File: src/hdl/uart_cfg_pkg.sv
// serial-line timing, FIFO sizing and serializer state types
`default_nettype none

package uart_cfg_pkg;

  // byte and FIFO geometry
  localparam int data_bits = 8;
  localparam int fifo_depth = 4;
  localparam int fifo_count_bits = 3;
  localparam int fifo_ptr_bits = $clog2(fifo_depth);

  // serial bit timing, in clock cycles
  localparam int clks_per_bit = 8;
  localparam int bit_count_bits = $clog2(clks_per_bit);
  localparam int bit_index_bits = $clog2(data_bits);

  typedef enum logic [1:0] {
    tx_idle,
    tx_start,
    tx_data,
    tx_stop
  } tx_state_e;

  typedef enum logic [1:0] {
    rx_idle,
    rx_start,
    rx_data,
    rx_stop
  } rx_state_e;

endpackage

`default_nettype wire

File: src/hdl/uart_bus_pkg.sv
// host command opcodes, response word layout and status bit positions
`default_nettype none

package uart_bus_pkg;

  localparam int word_bits = 32;

  typedef enum logic [1:0] {
    op_write_tx = 2'd0,
    op_read_rx = 2'd1,
    op_status = 2'd2
  } host_op_e;

  // response word: valid flag on top, byte in the low bits
  localparam int rsp_valid_bit = 31;

  // status word bits
  localparam int st_tx_full = 0;
  localparam int st_rx_empty = 1;
  localparam int st_tx_active = 2;
  localparam int st_rx_overrun = 3;

endpackage

`default_nettype wire

File: src/hdl/byte_stream_if.sv
// valid/ready byte stream interface with src and snk modports
`timescale 1ns/1ps
`default_nettype none

interface byte_stream_if;
  import uart_cfg_pkg::*;

  logic valid;
  logic ready;
  logic [data_bits-1:0] data;

  modport src (
    output valid,
    output data,
    input ready
  );

  modport snk (
    input valid,
    input data,
    output ready
  );

endinterface

`default_nettype wire

File: src/hdl/uart_host_port.sv
// host command decoder, FIFO push/pop control and response word register
`timescale 1ns/1ps
`default_nettype none

module uart_host_port (
  input wire logic clk,
  input wire logic rst,
  input wire logic cmd_valid,
  output logic cmd_ready,
  input uart_bus_pkg::host_op_e cmd_op,
  input wire logic [uart_bus_pkg::word_bits-1:0] cmd_wdata,
  output logic rsp_valid,
  input wire logic rsp_ready,
  output logic [uart_bus_pkg::word_bits-1:0] rsp_data,
  byte_stream_if.src tx_push,
  byte_stream_if.snk rx_pop,
  input wire logic tx_full,
  input wire logic rx_empty,
  input wire logic tx_active,
  input wire logic overrun_pulse
);
  import uart_cfg_pkg::*;
  import uart_bus_pkg::*;

  typedef enum logic {
    hs_ready,
    hs_respond
  } host_state_e;

  host_state_e state;
  logic accept;
  logic overrun_flag;
  logic [word_bits-1:0] rsp_next;
  logic [word_bits-1:0] rsp_reg;

  // writes wait here while the transmit FIFO has no room
  assign cmd_ready = (state == hs_ready) && !((cmd_op == op_write_tx) && !tx_push.ready);
  assign accept = cmd_valid && cmd_ready;

  assign tx_push.valid = accept && (cmd_op == op_write_tx);
  assign tx_push.data = cmd_wdata[data_bits-1:0];
  assign rx_pop.ready = accept && (cmd_op == op_read_rx);

  always_comb begin
    rsp_next = '0;
    case (cmd_op)
      op_write_tx: begin
        rsp_next[rsp_valid_bit] = 1'b1;
        rsp_next[data_bits-1:0] = cmd_wdata[data_bits-1:0];
      end
      op_read_rx: begin
        // empty receive FIFO leaves an all-zero word
        if (rx_pop.valid) begin
          rsp_next[rsp_valid_bit] = 1'b1;
          rsp_next[data_bits-1:0] = rx_pop.data;
        end
      end
      op_status: begin
        rsp_next[rsp_valid_bit] = 1'b1;
        rsp_next[st_tx_full] = tx_full;
        rsp_next[st_rx_empty] = rx_empty;
        rsp_next[st_tx_active] = tx_active;
        rsp_next[st_rx_overrun] = overrun_flag;
      end
      default: begin
        rsp_next = '0;
      end
    endcase
  end

  always_ff @(posedge clk) begin
    if (rst) begin
      state <= hs_ready;
      overrun_flag <= 1'b0;
    end else begin
      case (state)
        hs_ready: begin
          if (accept) begin
            state <= hs_respond;
          end
        end
        hs_respond: begin
          if (rsp_ready) begin
            state <= hs_ready;
          end
        end
        default: begin
          state <= hs_ready;
        end
      endcase
      // status read clears the flag, a drop in the same cycle keeps it set
      if (accept && (cmd_op == op_status)) begin
        overrun_flag <= overrun_pulse;
      end else if (overrun_pulse) begin
        overrun_flag <= 1'b1;
      end
    end
  end

  always_ff @(posedge clk) begin
    if (accept) begin
      rsp_reg <= rsp_next;
    end
  end

  assign rsp_valid = (state == hs_respond);
  assign rsp_data = rsp_reg;

endmodule

`default_nettype wire

File: src/hdl/byte_fifo.sv
// four-entry circular byte FIFO with valid/ready on both sides
`timescale 1ns/1ps
`default_nettype none

module byte_fifo (
  input wire logic clk,
  input wire logic rst,
  byte_stream_if.snk in_side,
  byte_stream_if.src out_side,
  output logic full,
  output logic empty
);
  import uart_cfg_pkg::*;

  logic [data_bits-1:0] mem [fifo_depth];
  logic [fifo_ptr_bits-1:0] wr_ptr;
  logic [fifo_ptr_bits-1:0] rd_ptr;
  logic [fifo_count_bits-1:0] count;
  logic push;
  logic pop;

  assign full = (count == fifo_count_bits'(fifo_depth));
  assign empty = (count == '0);

  assign in_side.ready = !full;
  assign out_side.valid = !empty;
  assign out_side.data = mem[rd_ptr];

  assign push = in_side.valid && in_side.ready;
  assign pop = out_side.valid && out_side.ready;

  always_ff @(posedge clk) begin
    if (push) begin
      mem[wr_ptr] <= in_side.data;
    end
  end

  // pointers wrap naturally at the power-of-two depth
  always_ff @(posedge clk) begin
    if (rst) begin
      wr_ptr <= '0;
      rd_ptr <= '0;
      count <= '0;
    end else begin
      if (push) begin
        wr_ptr <= wr_ptr + 1'b1;
      end
      if (pop) begin
        rd_ptr <= rd_ptr + 1'b1;
      end
      case ({push, pop})
        2'b10: count <= count + 1'b1;
        2'b01: count <= count - 1'b1;
        default: count <= count;
      endcase
    end
  end

endmodule

`default_nettype wire

File: src/hdl/uart_transmitter.sv
// 8N1 serializer driving txd from a byte stream
`timescale 1ns/1ps
`default_nettype none

module uart_transmitter (
  input wire logic clk,
  input wire logic rst,
  byte_stream_if.snk in_side,
  output logic txd,
  output logic tx_active
);
  import uart_cfg_pkg::*;

  tx_state_e state;
  logic [bit_count_bits-1:0] bit_cnt;
  logic [bit_index_bits-1:0] bit_idx;
  logic [data_bits-1:0] shift_reg;
  logic bit_done;
  logic take;

  assign bit_done = (bit_cnt == bit_count_bits'(clks_per_bit - 1));

  // taking the next byte in the last stop cycle keeps frames back to back
  assign in_side.ready = (state == tx_idle) || ((state == tx_stop) && bit_done);
  assign take = in_side.valid && in_side.ready;
  assign tx_active = (state != tx_idle);

  always_ff @(posedge clk) begin
    if (rst) begin
      state <= tx_idle;
      bit_cnt <= '0;
      bit_idx <= '0;
      txd <= 1'b1;
    end else if (take) begin
      state <= tx_start;
      bit_cnt <= '0;
      txd <= 1'b0;
    end else if (state != tx_idle) begin
      bit_cnt <= bit_done ? '0 : bit_cnt + 1'b1;
      case (state)
        tx_start: begin
          if (bit_done) begin
            state <= tx_data;
            bit_idx <= '0;
            txd <= shift_reg[0];
          end
        end
        tx_data: begin
          if (bit_done) begin
            if (bit_idx == bit_index_bits'(data_bits - 1)) begin
              state <= tx_stop;
              txd <= 1'b1;
            end else begin
              bit_idx <= bit_idx + 1'b1;
              txd <= shift_reg[1];
            end
          end
        end
        tx_stop: begin
          if (bit_done) begin
            state <= tx_idle;
          end
        end
        default: begin
          state <= tx_idle;
        end
      endcase
    end
  end

  // lsb first, shifted at each data bit boundary
  always_ff @(posedge clk) begin
    if (take) begin
      shift_reg <= in_side.data;
    end else if ((state == tx_data) && bit_done) begin
      shift_reg <= shift_reg >> 1;
    end
  end

endmodule

`default_nettype wire

File: src/hdl/uart_receiver.sv
// 8N1 deserializer with rxd synchronizer, mid-bit sampling and drop detection
`timescale 1ns/1ps
`default_nettype none

module uart_receiver (
  input wire logic clk,
  input wire logic rst,
  input wire logic rxd,
  byte_stream_if.src out_side,
  output logic overrun_pulse
);
  import uart_cfg_pkg::*;

  rx_state_e state;
  logic rx_meta;
  logic rx_sync;
  logic rx_prev;
  logic [bit_count_bits-1:0] bit_cnt;
  logic [bit_index_bits-1:0] bit_idx;
  logic [data_bits-1:0] shift_reg;
  logic out_valid;
  logic bit_done;
  logic half_done;

  assign bit_done = (bit_cnt == bit_count_bits'(clks_per_bit - 1));
  assign half_done = (bit_cnt == bit_count_bits'(clks_per_bit / 2 - 1));

  // line idles high, so the flops come out of reset at 1
  always_ff @(posedge clk) begin
    if (rst) begin
      rx_meta <= 1'b1;
      rx_sync <= 1'b1;
      rx_prev <= 1'b1;
    end else begin
      rx_meta <= rxd;
      rx_sync <= rx_meta;
      rx_prev <= rx_sync;
    end
  end

  always_ff @(posedge clk) begin
    if (rst) begin
      state <= rx_idle;
      bit_cnt <= '0;
      bit_idx <= '0;
      out_valid <= 1'b0;
    end else begin
      out_valid <= 1'b0;
      case (state)
        rx_idle: begin
          bit_cnt <= '0;
          if (rx_prev && !rx_sync) begin
            state <= rx_start;
          end
        end
        rx_start: begin
          // recheck the start bit at its middle
          if (half_done) begin
            bit_cnt <= '0;
            bit_idx <= '0;
            state <= rx_sync ? rx_idle : rx_data;
          end else begin
            bit_cnt <= bit_cnt + 1'b1;
          end
        end
        rx_data: begin
          bit_cnt <= bit_done ? '0 : bit_cnt + 1'b1;
          if (bit_done) begin
            if (bit_idx == bit_index_bits'(data_bits - 1)) begin
              state <= rx_stop;
            end else begin
              bit_idx <= bit_idx + 1'b1;
            end
          end
        end
        rx_stop: begin
          bit_cnt <= bit_done ? '0 : bit_cnt + 1'b1;
          if (bit_done) begin
            // low stop sample is a framing error, byte discarded
            out_valid <= rx_sync;
            state <= rx_idle;
          end
        end
        default: begin
          state <= rx_idle;
        end
      endcase
    end
  end

  always_ff @(posedge clk) begin
    if ((state == rx_data) && bit_done) begin
      shift_reg <= {rx_sync, shift_reg[data_bits-1:1]};
    end
  end

  assign out_side.valid = out_valid;
  assign out_side.data = shift_reg;

  // byte is only offered once, a full FIFO loses it
  assign overrun_pulse = out_valid && !out_side.ready;

endmodule

`default_nettype wire

File: src/hdl/uart_top.sv
// UART peripheral top level: host port, tx/rx FIFOs, transmitter and receiver
`timescale 1ns/1ps
`default_nettype none

module uart_top (
  input wire logic clk,
  input wire logic rst,
  input wire logic cmd_valid,
  output logic cmd_ready,
  input uart_bus_pkg::host_op_e cmd_op,
  input wire logic [uart_bus_pkg::word_bits-1:0] cmd_wdata,
  output logic rsp_valid,
  input wire logic rsp_ready,
  output logic [uart_bus_pkg::word_bits-1:0] rsp_data,
  output logic txd,
  input wire logic rxd
);

  logic tx_full;
  logic rx_empty;
  logic tx_active;
  logic overrun_pulse;

  // host to tx FIFO, tx FIFO to serializer, deserializer to rx FIFO, rx FIFO to host
  byte_stream_if tx_wr_bus ();
  byte_stream_if tx_rd_bus ();
  byte_stream_if rx_wr_bus ();
  byte_stream_if rx_rd_bus ();

  uart_host_port host_port (
    .clk(clk),
    .rst(rst),
    .cmd_valid(cmd_valid),
    .cmd_ready(cmd_ready),
    .cmd_op(cmd_op),
    .cmd_wdata(cmd_wdata),
    .rsp_valid(rsp_valid),
    .rsp_ready(rsp_ready),
    .rsp_data(rsp_data),
    .tx_push(tx_wr_bus.src),
    .rx_pop(rx_rd_bus.snk),
    .tx_full(tx_full),
    .rx_empty(rx_empty),
    .tx_active(tx_active),
    .overrun_pulse(overrun_pulse)
  );

  byte_fifo tx_fifo (
    .clk(clk),
    .rst(rst),
    .in_side(tx_wr_bus.snk),
    .out_side(tx_rd_bus.src),
    .full(tx_full),
    .empty()
  );

  byte_fifo rx_fifo (
    .clk(clk),
    .rst(rst),
    .in_side(rx_wr_bus.snk),
    .out_side(rx_rd_bus.src),
    .full(),
    .empty(rx_empty)
  );

  uart_transmitter transmitter (
    .clk(clk),
    .rst(rst),
    .in_side(tx_rd_bus.snk),
    .txd(txd),
    .tx_active(tx_active)
  );

  uart_receiver receiver (
    .clk(clk),
    .rst(rst),
    .rxd(rxd),
    .out_side(rx_wr_bus.src),
    .overrun_pulse(overrun_pulse)
  );

endmodule

`default_nettype wire

File: config.mk
export PLATFORM = sky130hd
export DESIGN_NAME = uart_top
export DESIGN_NICKNAME = d
export VERILOG_FILES = /design/src/hdl/uart_cfg_pkg.sv /design/src/hdl/uart_bus_pkg.sv /design/src/hdl/byte_stream_if.sv /design/src/hdl/uart_host_port.sv /design/src/hdl/byte_fifo.sv /design/src/hdl/uart_transmitter.sv /design/src/hdl/uart_receiver.sv /design/src/hdl/uart_top.sv
export SDC_FILE = /design/constraint.sdc
export NUM_CORES = 1
export LEC_CHECK = 0
export ABC_CLOCK_PERIOD_IN_PS = 4100
export BUFFER_PORTS_ARGS = -buffer_cell sky130_fd_sc_hd__buf_2
export CORE_ASPECT_RATIO = 0.6
export CORE_MARGIN = 3
export CORE_UTILIZATION = 40
export CTS_BUF_LIST = sky130_fd_sc_hd__clkbuf_8
export CTS_CLUSTER_DIAMETER = 40
export CTS_CLUSTER_SIZE = 25
export DETAILED_ROUTE_END_ITERATION = 7
export PLACE_DENSITY = 0.69
export SLEW_MARGIN = 20
export SYNTH_ARGS = -nofsm -noshare
export SYNTH_HDL_FRONTEND = slang
export SYNTH_SLANG_ARGS = --single-unit
File: constraint.sdc
create_clock -name clk -period 4.1 [get_ports clk]
set_input_delay 0 -clock clk [delete_from_list [all_inputs] [get_ports clk]]
set_output_delay 0 -clock clk [all_outputs]
set_load 0.05 [all_outputs]
==> results of run 1 <==
## final timing paths
check                                     from                                  end  slack [ps]  cells past startpoint
max          transmitter.state[0]$_SDFFE_PP0P_        tx_fifo.count[2]$_SDFFE_PP0P_        1600                     10
min reg2reg     receiver.bit_cnt[0]$_SDFF_PP0_       receiver.bit_cnt[0]$_SDFF_PP0_         430                      1
min                                  cmd_valid  host_port.overrun_flag$_SDFFE_PP0P_         100                      5
max reg2reg  transmitter.state[0]$_SDFFE_PP0P_        tx_fifo.count[2]$_SDFFE_PP0P_        1600                     10
## cell usage in the layout, fill, tap and decap left out, types with 3 or more instances in the layout
master / netlist / final
edfxtp_1: 89 / 89
or3_1: 4 / 4
dlygate4sd3_1: 0 / 13
xnor2_1: 5 / 5
nor3_1: 10 / 10
mux2_2: 7 / 7
nor2_1: 25 / 25
clkinvlp_4: 0 / 4
bufinv_16: 0 / 6
buf_2: 6 / 26
clkbuf_8: 0 / 17
or2_2: 3 / 3
and2_1: 10 / 10
and3_1: 4 / 4
ha_1: 26 / 26
nand2_1: 12 / 12
dfxtp_1: 41 / 41
nand3_1: 5 / 5
xor2_1: 5 / 5
nor3b_1: 5 / 5
conb_1: 1 / 23
a21oi_1: 14 / 14
inv_1: 21 / 22
a22o_1: 5 / 5
nand2b_1: 3 / 3
o21ai_0: 11 / 11
mux4_2: 16 / 16
nor2b_1: 10 / 10
mux2i_1: 3 / 3
## Yosys cell counts, types with 4 or more instances
master	n
buf_4	24
and2_1	10
or3_1	4
a21oi_1	14
xnor2_1	5
xor2_1	5
mux4_2	16
buf_2	6
edfxtp_1	89
mux2_2	7
nand3_1	5
nor2_1	25
nand2_1	12
dfxtp_1	41
nor3_1	10
and3_1	4
ha_1	26
a22o_1	5
inv_1	21
nor3b_1	5
o21ai_0	11
clkbuf_1	9
nor2b_1	10
## through the flow
step,util [%],total power (µW)
after floorplan,-,2130
after global placement,43.8,2230
after detailed placement,43.8,2260
after CTS,48.4,3550
after global routing,48.4,3690
final,48.4,3530
## what timing repair did
action / 4_1_cts / 5_1_grt
hold endpoints to repair: 43 / 0
gates resized for setup: 0 / 0
hold buffers: 13 / 0
setup buffers: 0 / 0
## power groups by stage
| stage | logic, µW | registers [µW] | clock network, µW |
|---|---|---|---|
| 2_1_floorplan | 498 | 1640 | 0 |
| 5_1_grt | 712 | 1610 | 1360 |
| 4_1_cts | 650 | 1600 | 1310 |
| 3_5_place_dp | 638 | 1630 | 0 |
| 3_3_place_gp | 612 | 1620 | 0 |
| 6_report | 649 | 1600 | 1280 |
## metal layers
metal  vias up  global-route usage (%)
met5         -                       0
met4         0                    5.72
met3        13                    3.48
met2        50                    20.7
met1      1535                    17.3
li1       1506                       -
## worst max-delay path, stage by stage (launching register included)
cell and delay [ps]:
dfxtp_1 370, inv_1 120, ha_1 440, a21oi_2 120
nor2_2 130, ha_1 200, inv_1 60, fa_1 370
xor2_1 160, or3_1 300, a21oi_1 150
## final cells by class
class                   instances  area share [%]
flip-flops and latches        130            54.3
multi-input cells             236            29.3
repair buffers                 40            4.16
clock inverters                15            3.73
clock buffers                  17            3.64
well taps                     187            3.64
inverters                      21            1.23
## logic make-up after synthesis
kind of cell / Yosys count
AO/OA/AOI/OAI: 51
XOR/XNOR: 10
adder cells (fa/ha/maj): 28
buffers and inverters: 61
flip-flops: 130
multiplexers: 26
other: 1
AND/OR/NAND/NOR: 98
==> metrics.yaml, run 1 <==
die_y_um: 97.8
nFillCells: 1155
power.density_nw_per_um2: 548
regArea_um2: 3490
synth_top_family_by_area: "simple AND/OR/NAND/NOR gates"
fin_crit_sh_pct: 61.0
finalMaxSlewViolations: 0
synth.top_cell.area_share_pct: 47.5
numCtsBuffers: 17
wl_met1_um: 4740
yosysWarnings: 0
worst_pin_slew_ps: 881
synth_compound_area_share_pct: 6.12
grt_max_degree: 42
final.setup_skew_ps: 14.0
min_path_type: "input pin to register"
start_util_pct: 42.3
remaining_drc_errors: 0
ys.flop_type: "edfxtp_1"
highest_layer: "met4"
cts.clk_slew.worst_paths_ps: 80
die_width_um: 159
rows: 32
place_area_um2: 5830
start_kind: "register"
fmax_mhz: 400
ios: 74
clock-sinks: 130
criticalPathCategory: "register to register"
wl_per_cell_um: 15.4
fin_tns_setup_ps: 0
rsz0062_at_grt: "false"
min_period_ps: 2500
synth.area.top_cells: "edfxtp_1, dfxtp_1, mux4_2"
grt_antenna_before_repair: 0
clockRootBuffer: "clkbuf_8"
dp.cells: 601
power_frac_seq_pct: 45.2
path_max_fanout: 9
synth_seq_area_share_pct: 62.1
clockPowerShare_pct: 36.4
sw_frac_of_total_pct: 27.3
setup_slack_ps: 1600
die_area_um2: 15600
multi_input_area_um2: 1880
nNetsFinal: 513
post-place-ws_ps: 1640
maxCapViolations: 0
io_buffers: 26
grt_pass1_vias: 3091
wirelength_um: 9950
grt_use_total_pct: 13.1
internal_power_uw: 2570
synthCells: 405
holdWs_ps: 96.3
synth_top_area_cell: "edfxtp_1"
grt-ovfl-total: 0
ir_drop_v: 0.000233
grt_pass1_wl_um: 15800
pwr-share-comb_pct: 18.4
gp_congestion: 0.809
dr.pass1.iters: 4
drive_gt1_share_pct: 19.2
power.leakage_uw: 0.00230
met3WireLength_um: 338
drtAntennaViolNets: 0
final_area_um2: 6430
synth-edff-count: 89
cp-end-kind: "register"
htreeDepth: 4
status: "finished, final reports clean"
hold_viol: 0
async_flop_share_pct: 0
diodes: 0
yosys_register_bits: 130
num_vias: 3104
wl_met2_um: 4720
dp_hpwl_um: 6690
synth_cell_types: 53
core_um2: 13300
clkLatencyLatePin_ps: 430
synth-xor-area-share_pct: 1.56
avgSynthCellArea_um2: 13.9
clk_path_buf_depth: 2
synth-adder-area-share_pct: 6.50
p_switching_uw: 962
synthMuxAreaShare_pct: 8.35
fin_cells: 646
via_per_inst: 4.80
cts_tree: "built"
synthSimpleGateAreaFrac_pct: 9.46
syn_area_um2: 5620
area_growth_pct: 14.4
slew-limit-headroom_pct: 41.1
critPathRequiredTime_ps: 4440
setup_viol: 0
dr.first_iter.drc_count: 220
critPathArrivalTime_ps: 2840
No activity file was read; power rests on OpenSTA's default activity.
==> run 2: changes to the inputs <==
--- a/config.mk
+++ b/config.mk
@@ -5,7 +5,7 @@
 export SDC_FILE = /design/constraint.sdc
 export NUM_CORES = 1
 export LEC_CHECK = 0
-export ABC_CLOCK_PERIOD_IN_PS = 4100
+export ABC_CLOCK_PERIOD_IN_PS = 2300
 export BUFFER_PORTS_ARGS = -buffer_cell sky130_fd_sc_hd__buf_2
 export CORE_ASPECT_RATIO = 0.6
 export CORE_MARGIN = 3
@@ -14,7 +14,7 @@
 export CTS_CLUSTER_DIAMETER = 40
 export CTS_CLUSTER_SIZE = 25
 export DETAILED_ROUTE_END_ITERATION = 7
-export PLACE_DENSITY = 0.69
+export PLACE_DENSITY = 0.71
 export SLEW_MARGIN = 20
 export SYNTH_ARGS = -nofsm -noshare
 export SYNTH_HDL_FRONTEND = slang
==> constraint.sdc (replaced) <==
create_clock -name clk -period 2.3 [get_ports clk]
set_input_delay 0 -clock clk [delete_from_list [all_inputs] [get_ports clk]]
set_output_delay 0 -clock clk [all_outputs]
set_load 0.05 [all_outputs]
==> run 2 against run 1 <==
Net effect:
- clock skew shrank 4.0 ps
- worst setup slack got worse by 1500 ps
- sequential share of layout area is 0.28 points lower
- count of clock-buffer cells in the layout did not move
- first-iteration DRC count rose by 20%
- utilization grew 0.34 points
- hold slack got worse by 46 ps
- register-to-register slack lost 1500 ps
- power up 72%
- wire length is 0.19% lower
- critical path depth is 1 lower
==> metrics.yaml, run 2 (synthesized netlist as in run 1, its figures left out) <==
cp-end-kind: "register"
grt_max_degree: 42  # unchanged
rows: 32  # unchanged
hold-path-endpoint: "rx_fifo.rd_ptr[1]$_SDFFE_PP0N_"
r2r_cells: 9  # -1
diodes: 0  # unchanged
hold_viol: 0  # unchanged
grt_antenna_before_repair: 0  # unchanged
r2r_slack_ps: 100  # -1500 ps
finalMaxSlewViolations: 0  # unchanged
grt_pass1_wl_um: 16300  # +3.3%
hold_depth: 5  # unchanged
rr_endpoint: "tx_fifo.count[2]$_SDFFE_PP0P_"
numCtsBuffers: 17  # unchanged
remaining_drc_errors: 0  # unchanged
start_kind: "register"
final.setup_skew_ps: 10.1  # -3.97 ps
fmax_mhz: 455  # +14%
min-delay-start: "cmd_op[1]"
clockPowerShare_pct: 32.1  # -4.3 points
nFillCells: 1171  # +1.4%
maxCapViolations: 0  # unchanged
htreeDepth: 4  # unchanged
die_area_um2: 15600  # unchanged
internal_power_uw: 4330  # +69%
ios: 74  # unchanged
io_buffers: 26  # unchanged
min_period_ps: 2200  # -303 ps
grt_pass1_vias: 3255  # +5.3%
cts_setup_buffers: 0  # unchanged
sw_frac_of_total_pct: 28.5  # +1.3 points
cp_slowest_stage_delay_ps: 380  # -60 ps
critPathSlowestCell: "or3b_4"
via_per_inst: 4.85  # +0.89%
dr.first_iter.drc_count: 265  # +20%
gp_congestion: 0.789  # -2.5%
criticalPathCategory: "register to register"
grt_use_total_pct: 13.4  # +0.23 points
cts_tree: "built"
crit_chain: "or3b_4, and3_1, inv_2, ha_4, inv_1, fa_2, xor2_1, or3_1, a21oi_1"
die_width_um: 159  # unchanged
worst-path-buf-inv: 2  # unchanged
core_um2: 13300  # unchanged
nNetsFinal: 523  # +1.9%
wirelength_um: 9930  # -0.19%
status: "finished, final reports clean"
regToRegStartpoint: "tx_fifo.count[2]$_SDFFE_PP0P_"
cts.clk_slew.worst_paths_ps: 70  # about the same
wl_per_cell_um: 15.1  # -1.7%
power.leakage_uw: 0.00233  # +1.3%
slew-limit-headroom_pct: 45.4  # +4.3 points
final_common_cell: "edfxtp_1"
clkLatencyLatePin_ps: 410  # -20 ps
power.density_nw_per_um2: 934  # +70%
place_area_um2: 5960  # +2.3%
most-common-layout-cells: "edfxtp_1, dfxtp_1, buf_2, nor2_1, conb_1"
dr.pass1.iters: 4  # unchanged
clockRootBuffer: "clkbuf_8"
path_max_fanout: 4  # -5
drtAntennaViolNets: 0  # unchanged
final_area_um2: 6480  # +0.70%
die_y_um: 97.8  # unchanged
fin_tns_setup_ps: 0  # unchanged
min_path_type: "input pin to register"
num_vias: 3180  # +2.4%
critPathRequiredTime_ps: 2630  # -1810 ps
path_delay_family: "simple AND/OR/NAND/NOR gates"
clock-sinks: 130  # unchanged
worst_pin_slew_ps: 817  # -64.4 ps
drive_gt1_share_pct: 24.1  # +4.9 points
start_util_pct: 42.3  # unchanged
clk_path_buf_depth: 2  # unchanged
rsz0062_at_grt: "false"
p_switching_uw: 1730  # +80%
area_growth_pct: 15.2
setup_viol: 0  # unchanged
fin_crit_sh_pct: 95.6  # +35 points
pwr-share-comb_pct: 21.1  # +2.7 points
power_frac_seq_pct: 46.9  # +1.7 points
grt-ovfl-total: 0  # unchanged
ir_drop_v: 0.000421  # +80%
dp_hpwl_um: 6940  # +3.7%
critPathArrivalTime_ps: 2530  # -310 ps
==> run 2: changes by cell type in the layout (fill, tap and decap cells not counted), sizes merged <==
cell,change
buf,+13
bufinv,-3
clkinv,+3
dlygate4sd3,-3
clkinvlp,-1
inv,+1
==> run 2: cell type report <==
cell class,instances,area (µm²),share of cell area [%]
Timing Repair Buffer,50,335,5.18
Sequential cell,130,3500,54.0
Inverter,21,78.8,1.22
Tap cell,187,234,3.61
Multi-Input combinational cell,236,1930,29.8
Clock inverter,15,168,2.59
Clock buffer,17,234,3.61
==> run 2: through the flow <==
step,std cells,worst slack [ps],hold WS [ps],total power (µW),utilization [%]
5_1_grt,656,1.32,38.4,6370,48.7
2_1_floorplan,427,17.2,98.9,3860,-
3_5_place_dp,614,16.5,203,4140,44.8
3_3_place_gp,614,110,207,4080,44.8
6_report,656,101,50.4,6050,48.7
4_1_cts,656,31.4,15.0,6100,48.6
==> run 2: worst max-delay path by stage <==
| stage | start | endpoint | depth (start not counted) |
|---|---|---|---|
| 2_1_floorplan | transmitter.bit_cnt[0]$_SDFFE_PP0P_ | tx_fifo.count[2]$_SDFFE_PP0P_ | 12 |
| 3_3_place_gp | tx_fifo.count[2]$_SDFFE_PP0P_ | tx_fifo.count[2]$_SDFFE_PP0P_ | 9 |
| 3_5_place_dp | tx_fifo.count[2]$_SDFFE_PP0P_ | tx_fifo.count[2]$_SDFFE_PP0P_ | 9 |
| 4_1_cts | tx_fifo.count[2]$_SDFFE_PP0P_ | tx_fifo.count[2]$_SDFFE_PP0P_ | 9 |
| 5_1_grt | tx_fifo.count[2]$_SDFFE_PP0P_ | tx_fifo.count[2]$_SDFFE_PP0P_ | 9 |
| 6_report | tx_fifo.count[2]$_SDFFE_PP0P_ | tx_fifo.count[2]$_SDFFE_PP0P_ | 9 |
==> run 2: power groups by stage <==
stage | Sequential (µW) | Clock (µW) | Combinational, µW
global route | 2860 | 2110 | 1400
finish | 2840 | 1940 | 1270
detailed placement | 2890 | 0 | 1250
global placement | 2880 | 0 | 1200
CTS | 2840 | 1990 | 1270
floorplan | 2920 | 0 | 946
==> run 2: metal layers <==
layer	global-route usage, %	share of wire [%]	wire (µm)	vias up
met5	0	0	0	-
met4	4.84	0.64	64	0
met3	3.86	3.3	332	8
met2	22.0	50	4920	54
met1	17.0	46	4610	1589
li1	-	-	-	1529
==> run 2: worst min-delay path, delay by kind of cell <==
kind / cells / cell delay (ps)
xor+xnor: 1 / 70
simple gates: 3 / 250
buf+inv: 1 / 100
==> run 2: repair_timing <==
item	4_1_cts	5_1_grt
pin swaps	0	1
hold endpoints to repair	40	0
hold buffers	10	0
setup endpoints to repair	1	2
gates resized for setup	1	5
